==> config.mk <==
export PLATFORM = sky130hd
export DESIGN_NAME = mul_unit
export DESIGN_NICKNAME = d
export VERILOG_FILES = /design/src/hdl/mul_pkg.sv /design/src/hdl/mul_lane_if.sv /design/src/hdl/mul_array.sv /design/src/hdl/mul_combine.sv /design/src/hdl/mul_operand_sel.sv /design/src/hdl/mul_unit.sv
export VERILOG_INCLUDE_DIRS = /design/src /design/src/hdl
export SDC_FILE = /design/constraint.sdc
export NUM_CORES = 2
export LEC_CHECK = 0
export ABC_CLOCK_PERIOD_IN_PS = 17800
export BUFFER_PORTS_ARGS = -buffer_cell sky130_fd_sc_hd__buf_2
export CORE_UTILIZATION = 63
export CTS_BUF_LIST = sky130_fd_sc_hd__clkbuf_8
export DETAILED_ROUTE_END_ITERATION = 8
export GPL_ROUTABILITY_DRIVEN = 0
export GPL_TIMING_DRIVEN = 0
export PLACE_DENSITY_LB_ADDON = 0.1
export SLEW_MARGIN = 20
export SYNTH_ARGS = -nofsm -noshare
export SYNTH_HDL_FRONTEND = slang
export SYNTH_SLANG_ARGS = --single-unit
==> constraint.sdc <==
create_clock -name clk_i -period 17.8 [get_ports clk_i]
set_input_delay 1.78 -clock clk_i [delete_from_list [all_inputs] [get_ports clk_i]]
set_output_delay 1.78 -clock clk_i [all_outputs]
set_load 0.05 [all_outputs]
==> src/hdl/mul_defines.svh <==
////////////////////////////////////////
// width macros shared by the multiply unit
// include wherever lane or word widths are needed
////////////////////////////////////////

`ifndef MUL_DEFINES_SVH
`define MUL_DEFINES_SVH

// operand and result word
`define MUL_WORD_W    32
`define MUL_HALF_W    16
`define MUL_BYTE_W    8

// 17x17 signed products and the MULH accumulator
`define MUL_PP_W      34
`define MUL_N_PP      3

// vector lane counts per word
`define MUL_N_BYTES   4
`define MUL_N_HALVES  2

`endif

==> src/hdl/mul_pkg.sv <==
////////////////////////////////////////
// types shared by the multiply unit
// operation, element width, pass phase and operand views
////////////////////////////////////////

`include "mul_defines.svh"

package mul_pkg;

  // scalar operation, MULH covers MULHSU and MULHU via the sign bits
  typedef enum logic {
    MD_OP_MULL,
    MD_OP_MULH
  } md_op_e;

  // vector element width, encoding 0/1/2 as in the core
  typedef enum logic [2:0] {
    VSEW_8  = 3'd0,
    VSEW_16 = 3'd1,
    VSEW_32 = 3'd2
  } vsew_e;

  // one operand word seen as scalar halves or as vector elements
  typedef union packed {
    logic [`MUL_WORD_W-1:0]                   word;
    logic [`MUL_N_HALVES-1:0][`MUL_HALF_W-1:0] half;
    logic [`MUL_N_BYTES-1:0][`MUL_BYTE_W-1:0]  bytes;
  } mul_word_u;

  // compute pass, low pass always runs, high pass only for MULH
  typedef enum logic {
    PHASE_LOW,
    PHASE_HIGH
  } mul_phase_e;

endpackage

==> src/hdl/mul_lane_if.sv <==
////////////////////////////////////////
// multiplier lanes between operand selector, array and combiner
// selector drives operands, array drives products
////////////////////////////////////////

`timescale 1ns/10ps
`include "mul_defines.svh"

interface mul_lane_if;

  // 16-bit operands plus the sign bit that extends them to 17 bits
  logic [`MUL_N_PP-1:0][`MUL_HALF_W-1:0] pp_a;
  logic [`MUL_N_PP-1:0][`MUL_HALF_W-1:0] pp_b;
  logic [`MUL_N_PP-1:0]                  pp_sign_a;
  logic [`MUL_N_PP-1:0]                  pp_sign_b;
  // each entry holds a signed 34-bit product
  logic [`MUL_N_PP-1:0][`MUL_PP_W-1:0]   pp_res;

  // top element of an 8-bit vector
  logic [`MUL_BYTE_W-1:0]                byte_a;
  logic [`MUL_BYTE_W-1:0]                byte_b;
  logic [`MUL_BYTE_W-1:0]                byte_res;

  modport sel (output pp_a, pp_b, pp_sign_a, pp_sign_b, byte_a, byte_b);

  modport array (input pp_a, pp_b, pp_sign_a, pp_sign_b, byte_a, byte_b,
                 output pp_res, byte_res);

  modport sink (input pp_res, byte_res);

endinterface

==> src/hdl/mul_array.sv <==
////////////////////////////////////////
// multiplier array, three 17x17 signed products
// plus an 8x8 product for the top vector byte
////////////////////////////////////////

`timescale 1ns/10ps
`include "mul_defines.svh"

module mul_array (
  mul_lane_if.array lanes
);

  ////////////////////////////////////////
  // partial-product multipliers
  ////////////////////////////////////////

  // each operand is its sign bit joined to the 16-bit value, so one
  // signed multiplier covers both signed and unsigned halves
  for (genvar i = 0; i < `MUL_N_PP; i++) begin : gen_pp
    logic signed [`MUL_HALF_W:0] mul_a;
    logic signed [`MUL_HALF_W:0] mul_b;

    assign mul_a = $signed({lanes.pp_sign_a[i], lanes.pp_a[i]});
    assign mul_b = $signed({lanes.pp_sign_b[i], lanes.pp_b[i]});

    // full 34-bit signed product
    assign lanes.pp_res[i] = mul_a * mul_b;
  end

  ////////////////////////////////////////
  // top byte multiplier
  ////////////////////////////////////////

  // only the low byte of the product is kept
  assign lanes.byte_res = $signed(lanes.byte_a) * $signed(lanes.byte_b);

endmodule

==> src/hdl/mul_combine.sv <==
////////////////////////////////////////
// product combiner and pass sequencer
// sums the partial products, keeps the MULH accumulator and
// pulses done once the last pass has a valid result
////////////////////////////////////////

`timescale 1ns/10ps
`include "mul_defines.svh"

module mul_combine (
  input  logic                   clk_i,
  input  logic                   rst_ni,
  input  logic                   start_i,
  input  mul_pkg::md_op_e        op_i,
  input  logic                   vec_i,
  input  mul_pkg::vsew_e         vsew_i,
  input  logic                   signed_a_i,
  input  logic                   signed_b_i,
  mul_lane_if.sink               lanes,
  output mul_pkg::mul_phase_e    phase_o,
  output logic                   done_o,
  output logic [`MUL_WORD_W-1:0] result_o
);

  import mul_pkg::*;

  logic                   vec_mode;
  logic                   is_mulh;
  logic                   signed_mult;
  logic                   busy_q;
  mul_phase_e             phase_q;
  logic [`MUL_PP_W-1:0]   acc_q;
  logic [`MUL_PP_W-1:0]   acc_ext;
  logic [`MUL_PP_W-1:0]   summand_0;
  logic [`MUL_PP_W-1:0]   summand_1;
  logic [`MUL_PP_W-1:0]   sum;
  logic [`MUL_WORD_W-1:0] scalar_res;
  mul_word_u              vec_res;

  assign vec_mode    = vec_i && (vsew_i != VSEW_32);
  // every vector request is a single pass
  assign is_mulh     = (op_i == MD_OP_MULH) && !vec_i;
  assign signed_mult = signed_a_i | signed_b_i;

  ////////////////////////////////////////
  // adder
  ////////////////////////////////////////

  // accumulator holds A*B[49:16], shift it down to line up with ah*bh
  assign acc_ext = {{`MUL_HALF_W{signed_mult & acc_q[`MUL_PP_W-1]}},
                    acc_q[`MUL_PP_W-1:`MUL_HALF_W]};

  always_comb begin
    if (phase_q == PHASE_LOW) begin
      // upper half of al*bl plus the two cross products
      summand_0 = {{(`MUL_PP_W-`MUL_HALF_W){1'b0}},
                   lanes.pp_res[0][`MUL_WORD_W-1:`MUL_HALF_W]};
      summand_1 = lanes.pp_res[1];
    end else begin
      summand_0 = '0;
      summand_1 = acc_ext;
    end
  end

  assign sum = summand_0 + summand_1 + lanes.pp_res[2];

  // low word or high word depending on the pass
  assign scalar_res = (phase_q == PHASE_LOW) ?
                      {sum[`MUL_HALF_W-1:0], lanes.pp_res[0][`MUL_HALF_W-1:0]} :
                      sum[`MUL_WORD_W-1:0];

  ////////////////////////////////////////
  // vector packing
  ////////////////////////////////////////

  always_comb begin
    vec_res.word = '0;
    case (vsew_i)
      VSEW_8: begin
        for (int i = 0; i < `MUL_N_PP; i++) begin
          vec_res.bytes[i] = lanes.pp_res[i][`MUL_BYTE_W-1:0];
        end
        vec_res.bytes[`MUL_N_BYTES-1] = lanes.byte_res;
      end
      VSEW_16: begin
        for (int i = 0; i < `MUL_N_HALVES; i++) begin
          vec_res.half[i] = lanes.pp_res[i][`MUL_HALF_W-1:0];
        end
      end
      default: begin
      end
    endcase
  end

  assign result_o = vec_mode ? vec_res.word : scalar_res;

  ////////////////////////////////////////
  // pass sequencing
  ////////////////////////////////////////

  // result is ready in the low pass unless a high pass follows
  assign done_o  = busy_q && ((phase_q == PHASE_HIGH) || !is_mulh);
  assign phase_o = phase_q;

  always_ff @(posedge clk_i or negedge rst_ni) begin
    if (!rst_ni) begin
      busy_q  <= 1'b0;
      phase_q <= PHASE_LOW;
    end else if (start_i) begin
      busy_q  <= 1'b1;
      phase_q <= PHASE_LOW;
    end else if (done_o) begin
      busy_q  <= 1'b0;
      phase_q <= PHASE_LOW;
    end else if (busy_q) begin
      phase_q <= PHASE_HIGH;
    end
  end

  // full low-pass sum, consumed by the high pass
  always_ff @(posedge clk_i or negedge rst_ni) begin
    if (!rst_ni) begin
      acc_q <= '0;
    end else if (busy_q && (phase_q == PHASE_LOW) && is_mulh) begin
      acc_q <= sum;
    end
  end

endmodule

==> src/hdl/mul_operand_sel.sv <==
////////////////////////////////////////
// operand selector for the multiplier array
// scalar passes split the words into halves, vector mode
// routes elements to their own multiplier
////////////////////////////////////////

`timescale 1ns/10ps
`include "mul_defines.svh"

module mul_operand_sel (
  input  mul_pkg::mul_phase_e phase_i,
  input  logic                vec_i,
  input  mul_pkg::vsew_e      vsew_i,
  input  logic                signed_a_i,
  input  logic                signed_b_i,
  input  mul_pkg::mul_word_u  op_a_i,
  input  mul_pkg::mul_word_u  op_b_i,
  mul_lane_if.sel             lanes
);

  import mul_pkg::*;

  logic sign_a;
  logic sign_b;
  logic vec_mode;

  // operand sign only counts for signed operands
  assign sign_a = signed_a_i & op_a_i.word[`MUL_WORD_W-1];
  assign sign_b = signed_b_i & op_b_i.word[`MUL_WORD_W-1];

  // 32-bit elements take the scalar path
  assign vec_mode = vec_i && (vsew_i != VSEW_32);

  // the byte multiplier only matters for 8-bit elements
  assign lanes.byte_a = op_a_i.bytes[`MUL_N_BYTES-1];
  assign lanes.byte_b = op_b_i.bytes[`MUL_N_BYTES-1];

  always_comb begin
    lanes.pp_a      = '0;
    lanes.pp_b      = '0;
    lanes.pp_sign_a = '0;
    lanes.pp_sign_b = '0;

    if (vec_mode) begin
      case (vsew_i)
        VSEW_8: begin
          // low three bytes, sign extended into the 16-bit lanes
          for (int i = 0; i < `MUL_N_PP; i++) begin
            lanes.pp_a[i]      = {{`MUL_BYTE_W{op_a_i.bytes[i][`MUL_BYTE_W-1]}},
                                  op_a_i.bytes[i]};
            lanes.pp_b[i]      = {{`MUL_BYTE_W{op_b_i.bytes[i][`MUL_BYTE_W-1]}},
                                  op_b_i.bytes[i]};
            lanes.pp_sign_a[i] = op_a_i.bytes[i][`MUL_BYTE_W-1];
            lanes.pp_sign_b[i] = op_b_i.bytes[i][`MUL_BYTE_W-1];
          end
        end
        VSEW_16: begin
          // two halves on multipliers one and two, third one idle
          for (int i = 0; i < `MUL_N_HALVES; i++) begin
            lanes.pp_a[i]      = op_a_i.half[i];
            lanes.pp_b[i]      = op_b_i.half[i];
            lanes.pp_sign_a[i] = op_a_i.half[i][`MUL_HALF_W-1];
            lanes.pp_sign_b[i] = op_b_i.half[i][`MUL_HALF_W-1];
          end
        end
        default: begin
        end
      endcase
    end else begin
      // al*bl, always unsigned
      lanes.pp_a[0] = op_a_i.half[0];
      lanes.pp_b[0] = op_b_i.half[0];

      // al*bh
      lanes.pp_a[1]      = op_a_i.half[0];
      lanes.pp_b[1]      = op_b_i.half[1];
      lanes.pp_sign_b[1] = sign_b;

      // ah*bl in the low pass, ah*bh in the high pass
      lanes.pp_a[2]      = op_a_i.half[1];
      lanes.pp_sign_a[2] = sign_a;
      if (phase_i == PHASE_HIGH) begin
        lanes.pp_b[2]      = op_b_i.half[1];
        lanes.pp_sign_b[2] = sign_b;
      end else begin
        lanes.pp_b[2] = op_b_i.half[0];
      end
    end
  end

endmodule

==> src/hdl/mul_unit.sv <==
////////////////////////////////////////
// multiply unit top with a four-phase req/ack handshake
// hold inputs with req_i high until ack_o, then drop req_i
////////////////////////////////////////

`timescale 1ns/10ps
`include "mul_defines.svh"

module mul_unit (
  input  logic                   clk_i,
  input  logic                   rst_ni,
  input  logic                   req_i,
  input  mul_pkg::md_op_e        op_i,
  input  logic                   signed_a_i,
  input  logic                   signed_b_i,
  input  logic                   vec_i,
  input  mul_pkg::vsew_e         vsew_i,
  input  logic [`MUL_WORD_W-1:0] op_a_i,
  input  logic [`MUL_WORD_W-1:0] op_b_i,
  output logic                   ack_o,
  output logic [`MUL_WORD_W-1:0] result_o
);

  import mul_pkg::*;

  typedef enum logic [1:0] {
    ST_IDLE,
    ST_BUSY,
    ST_ACK
  } hs_state_e;

  hs_state_e              state_q;
  logic                   accept;
  logic                   comb_done;
  mul_phase_e             phase;
  logic [`MUL_WORD_W-1:0] comb_result;
  logic [`MUL_WORD_W-1:0] result_q;

  // captured request
  md_op_e                 op_q;
  logic                   signed_a_q;
  logic                   signed_b_q;
  logic                   vec_q;
  vsew_e                  vsew_q;
  mul_word_u              op_a_q;
  mul_word_u              op_b_q;

  mul_lane_if lanes ();

  ////////////////////////////////////////
  // handshake
  ////////////////////////////////////////

  // start goes to the combiner in the same cycle as the capture
  assign accept = (state_q == ST_IDLE) && req_i;
  assign ack_o  = (state_q == ST_ACK);

  always_ff @(posedge clk_i or negedge rst_ni) begin
    if (!rst_ni) begin
      state_q  <= ST_IDLE;
      result_q <= '0;
    end else begin
      case (state_q)
        ST_IDLE: begin
          if (req_i) begin
            state_q <= ST_BUSY;
          end
        end
        ST_BUSY: begin
          if (comb_done) begin
            state_q  <= ST_ACK;
            result_q <= comb_result;
          end
        end
        ST_ACK: begin
          // result held until the requester lets go
          if (!req_i) begin
            state_q <= ST_IDLE;
          end
        end
        default: begin
          state_q <= ST_IDLE;
        end
      endcase
    end
  end

  always_ff @(posedge clk_i) begin
    if (accept) begin
      op_q        <= op_i;
      signed_a_q  <= signed_a_i;
      signed_b_q  <= signed_b_i;
      vec_q       <= vec_i;
      vsew_q      <= vsew_i;
      op_a_q.word <= op_a_i;
      op_b_q.word <= op_b_i;
    end
  end

  assign result_o = result_q;

  ////////////////////////////////////////
  // datapath
  ////////////////////////////////////////

  mul_operand_sel u_operand_sel (
    .phase_i    (phase),
    .vec_i      (vec_q),
    .vsew_i     (vsew_q),
    .signed_a_i (signed_a_q),
    .signed_b_i (signed_b_q),
    .op_a_i     (op_a_q),
    .op_b_i     (op_b_q),
    .lanes      (lanes.sel)
  );

  mul_array u_array (
    .lanes (lanes.array)
  );

  mul_combine u_combine (
    .clk_i      (clk_i),
    .rst_ni     (rst_ni),
    .start_i    (accept),
    .op_i       (op_q),
    .vec_i      (vec_q),
    .vsew_i     (vsew_q),
    .signed_a_i (signed_a_q),
    .signed_b_i (signed_b_q),
    .lanes      (lanes.sink),
    .phase_o    (phase),
    .done_o     (comb_done),
    .result_o   (comb_result)
  );

endmodule

* Yosys cells after proc, flatten, opt, wreduce, memory -nomap -nowiden
Index checks and enable logic that the tools add are counted.
** Word-level totals
- Memories :: 0
- RAM bits :: 0
- Bits in read-only memories :: 0
- Bits in registers :: 141
- Bits in latches :: 0
- Logic and storage cells :: 75
** Cells by class
- Shifts and indexed selects :: 0
- Multipliers :: 4
- Add/subtract/negate cells :: 2
- Eq/ne operators :: 7
- Bitwise gates (word level) :: 5
- Multiplexer cells :: 30
- Div/mod/pow operators :: 0
- Reductions and logical operators :: 15
- Order comparisons :: 0
** Operators by type and width (count)
- one-hot mux 32 bit (2 select lines) :: 3
- 2-to-1 mux 48 bit :: 2
- adder 34 bit :: 2
- multiplier 17 x 17 -> 34 bit :: 2
- 2-to-1 mux 16 bit :: 4
- 2-to-1 mux 32 bit :: 2
- 2-to-1 mux 34 bit :: 1
- multiplier 17 x 17 -> 32 bit :: 1
- 2-to-1 mux 1 bit :: 10
- 2-to-1 mux 2 bit :: 5
- multiplier 8 x 8 -> 8 bit :: 1
- one-hot mux 2 bit (2 select lines) :: 2
- logical AND 1 bit :: 6
- != test 2 bit, second input constant :: 3
- one-hot mux 2 bit (3 select lines) :: 1
- AND 1 bit :: 3
- equality test 3 x 1 -> 1 bit, second input constant :: 1
- zero test 3 bit :: 1
- != test 3 x 2 -> 1 bit, second input constant :: 1
- AND reduction 3 bit :: 1
- nonzero test 3 bit :: 1
- equality test 2 x 1 -> 1 bit, second input constant :: 1
- equality test 2 bit, second input constant :: 1
- zero test 1 bit :: 2
- 6 further kinds :: 6

* Longest topological paths before layout
- Depth after elaboration :: 9
- Gate-level depth with buffers :: 48
- Depth with buffers taken out :: 43

* Hierarchy
From an unflattened synthesis, not the netlist that was laid out.
** Unflattened totals
- Cell total of the unflattened synthesis :: 4670
- Area, all modules :: 43176.4 µm²
** Modules (own cells, without submodules)
- mul_array :: area each 33766.1 µm², times used 1, cells each 3716, seq. area each 0.0 µm²
- mul_combine :: area each 4481.8 µm², times used 1, cells each 596, seq. area each 500.5 µm²
- mul_unit :: area each 3539.6 µm², times used 1, cells each 148, seq. area each 2982.9 µm²
- mul_operand_sel :: area each 1388.8 µm², times used 1, cells each 210, seq. area each 0.0 µm²

* Worst setup path after synthesis
No wires, ideal clock.
- Path type :: reg-to-reg
- Start :: reg vsew_q[2]
- End :: reg result_q[26] (netlist: result_o[26])
- Data required time :: 17.663 ns
- Buffers on the path :: 3
- Cell stages (with the launch flop) :: 42
- Data arrival time :: 9.606 ns
- Path slack :: 8.057 ns
- Setup time :: 0.137 ns
- Cell sequence :: edfxtp_1 nor2_1 clkbuf_1 nand2_1 nand2_1 clkbuf_1 a21o_1 clkbuf_1 nand2_1 fa_1 fa_1 fa_1 fa_1 inv_1 fa_1 inv_1 fa_1 inv_1 (+6 left out) a2bb2oi_1 a21o_1 o211ai_1 a21oi_1 xor2_1 nor2_1 fa_1 ha_1 a21o_1 a21oi_1 o21ai_0 a221o_1 o21ai_1 a21oi_1 o41ai_2 xnor2_1 a221oi_1 a21oi_1
** Between the ends
- Word-level cells in the longest chain between the ends :: 9
- Elaborated cells between the ends (all ways) :: 28
- Those cells by class :: 2 x add/sub; 3 x mul; 2 x eq/ne; 19 x mux; 2 x reduce/logical
** Ends and longest elaborated chain
- start: declaration :: line mul_unit.sv:44 : vsew_e vsew_q;
- start signal: assignment :: line mul_unit.sv:94 : vsew_q <= vsew_i;
- equality test 3 x 1 -> 1 bit, or another cell as far along :: line mul_combine.sv:78, mul_operand_sel.sv:45
- one-hot mux 32 bit (2 select lines), or another cell as far along :: line mul_operand_sel.sv:45 : case (vsew_i)
- 2-to-1 mux 48 bit, or another cell as far along :: line mul_operand_sel.sv:44 : if (vec_mode) begin
- multiplier 17 x 17 -> 32 bit / multiplier 17 x 17 -> 34 bit (equally long branches) :: line mul_array.sv:27 : assign lanes.pp_res[i] = mul_a * mul_b;
- 2-to-1 mux 16 bit / 2-to-1 mux 34 bit (equally long branches) :: line mul_combine.sv:54 : if (phase_q == PHASE_LOW) begin
- adder 34 bit (2 in a row) :: line mul_combine.sv:65 : assign sum = summand_0 + summand_1 + lanes.pp_res[2];
- 2-to-1 mux 32 bit :: line mul_combine.sv:68 : assign scalar_res = (phase_q == PHASE_LOW) ?
- 2-to-1 mux 32 bit (*) :: line mul_combine.sv:95 : assign result_o = vec_mode ? vec_res.word : scalar_res;
- end signal: assignment :: line mul_unit.sv:72 : result_q <= comb_result;
- end: declaration :: line mul_unit.sv:37 : logic [`MUL_WORD_W-1:0] result_q;
Every way passes the cells marked *; elsewhere a longest branch is shown, timed or not.
A chain may end at the register's enable or synchronous reset.

* Worst setup path in the final report
- Start :: reg vsew_q[0]
- End :: reg result_q[26] (netlist: result_o[26])
The elaborated chain is that of the path after synthesis.

==> flow_summary.ini <==
[cts]
path_clk_slew_ps = 90
cts_root_buffer = clkbuf_8
hold_buffers = 0
cts-root-to-sink-buffers = 2
post-cts-setup-buffer-count = 0
htree_num_levels = 4
insertion_delay_ps = 540
clock-sinks = 125
cts_made_buffers = 17
cts-resized-gates = 0
cts_tree = built

[synthesis]
synthSimpleGateAreaFrac_pct = 13.7
synth_area_mm2 = 0.0406
synth_adder_area_share_pct = 54.4
synth_top_family_by_area = adder cells
synth-xor-area-share_pct = 3.44
synth-edff-count = 71
synth_compound_area_share_pct = 8.90
async_reset_ff_share_pct = 43.2
synth_cells = 4495
ys_seq_elements = 125
yosys-top-cells-area = fa_1 45%, ha_1 9.8%, inv_1 8.6%, nand2_1 5.7%, edfxtp_1 5.3%
yosysUniqueCellTypes = 77
syn_nets = 5792
yosysWarnings = 0
synth_top_cell_area_share_pct = 44.6
ys_seq_area_share_pct = 8.58
synthTopCellsByCount = 928 x inv_1, 904 x fa_1, 615 x nand2_1
synth_top_area_cell = fa_1
avgSynthCellArea_um2 = 9.03
synth.most_common_cell = inv_1
synth.area.mux_share_pct = 0.761
synth_ff_type = edfxtp_1

[grt]
grt_antenna_before_repair = 3
grt_max_degree = 55
grt-ovfl-total = 0
grt_pass1_wl_um = 198000
grt_usage_pct = 40.6
first_global_vias = 34000

[sta]
hold_ws_ps = 490
slew_viol_final = 0
post-route-period-util_pct = 76.6
setup_tns_ps = 0
slew-limit-headroom_pct = 19.7
finalSetupViolations = 0
rsz0062_at_grt = false
max_freq_mhz = 73.3
finClkSkew_ps = 27.0
fin_crit_ps = 13640
hold_violations = 0
worst_pin_slew_ps = 1200

[critical_path]
worstPathRequired_ps = 18160
crit_type = register to register
arrival_ps = 14010
critPathSlowestCell = clkbuf_1
end_kind = register
timing.rr.start = vsew_q[0]
worstSetupStartpoint = vsew_q[0]
crit_path_max_incr_delay_ps = 750
regToRegSetupSlack_ps = 4160
cp-start-kind = register
worst-path-max-fanout = 10
cp_common_cell = fa_1

[flow_run]
maxCapViolations = 0

[layout]
drive_gt1_share_pct = 4.22
fin_nets = 5927
area_growth_pct = 5.25
fin_util_pct = 67.4
n_antenna_cell = 0

[die]
die_area_mm2 = 0.0655
die_w_um = 256
chipHeight_um = 256
rows = 92
core_mm2 = 0.0634
initial_core_util_pct = 64.0
num_io_pins = 107

[route]
drt-pass1-iter-count = 9
drc = 2
ant_nets = 0
drtIter0Drc = 3699
vias = 32900
wirelength_um = 128000
drt-wirelength-per-cell_um = 23.4
via_per_inst = 6.00

[place]
hpwlAfterDp_um = 108000
port_buffers = 106

[run_status]
status = complete, but fails checks
violations = DRC

[min_path]
holdCritPathClass = register to register
hold_start = u_combine.acc_q[32]
-- through the flow --
step	std cells	instance area (µm²)	setup slack, ps
final	5489	42700	4160
after global routing	5489	42700	3980
after CTS	5489	42700	4920
after detailed placement	5457	42300	5000
after global placement	5447	42200	4330
after floorplan	4495	40600	8060
-- routing by layer --
metal,share of wire (%),wire (µm),global-route usage (%),up-vias
met1,38,48400,53.9,16400
met4,5.9,7560,18.0,0
met2,43,54900,60.4,2045
li1,-,-,-,14000
met3,14,17700,14.2,448
met5,0,0,0,-
-- state kept, by name, summed over array words and instances, names as in the netlist --
signal	cells
state_q	2
op_a_q	32
vec_q	1
vsew_q	3
signed_b_q	1
op_b_q	32
op_q	1
u_combine.busy_q	1
u_combine.acc_q	18
u_combine.phase_o	1
signed_a_q	1
result_o	32
-- layout make-up --
cell class | count | area (µm²)
fillers | 5299 | 20700
clock inverters | 14 | 151
repair buffers | 116 | 609
well taps | 846 | 1060
flip-flops and latches | 125 | 3480
inverters | 928 | 3480
clock buffers | 18 | 248
multi-input cells | 3265 | 33000
plain buffers | 177 | 667
-- worst paths after layout --
check,endpoint,depth (start not counted)
max in group asynchronous,result_o[29],1
hold reg to reg,u_combine.acc_q[32],2
setup / recovery,result_o[26],40
hold / removal,u_combine.acc_q[32],2
setup reg to reg,result_o[26],40
min in group asynchronous,result_o[1],1
-- cell families after synthesis --
logic type | Yosys count
XOR/XNOR | 158
multiplexers | 29
AND/OR/NAND/NOR | 1313
adder cells (fa/ha/maj) | 1223
flip-flops | 125
buffers and inverters | 1105
AO/OA/AOI/OAI | 542
-- worst max-delay path: cells and delay by family, from the launching register on --
kind | cells | cell delay, ps
AO/OA/AOI/OAI | 15 | 3830
flip-flops | 1 | 470
XOR/XNOR | 2 | 720
AND/OR/NAND/NOR | 7 | 1820
buffers and inverters | 7 | 2360
adder cells (fa/ha/maj) | 9 | 4230
-- cell usage in the layout, fill, tap and decap left out, types with 8 or more instances in the layout --
cell type    n
inv_1      930
fa_1       904
nand2_1    615
nor2_1     432
ha_1       319
clkbuf_1   155
a21oi_1    137
buf_2      108
xnor2_1    104
a21o_1      87
o21ai_0     81
and3_1      73
edfxtp_1    71
and2_1      55
dfrtp_1     54
xor2_1      53
nor2b_1     29
nand3_1     27
nand2b_1    26
o21a_1      22
buf_1       20
o21ai_1     20
a22oi_1     20
nor3_1      18
clkbuf_8    18
o22ai_1     15
mux2i_1     14
o21bai_1    14
mux2_2      14
a21boi_0    13
a221oi_1    13
a21oi_2     12
a22o_1      12
a211oi_1    11
or3_1       10
o22a_1      10
o31ai_1     10
a31oi_1      9
buf_4        9
nand4_1      8
Power is left out: the tool's default activity adds up to more than one toggle a clock period on the data nets, which glitch-free logic cannot reach.
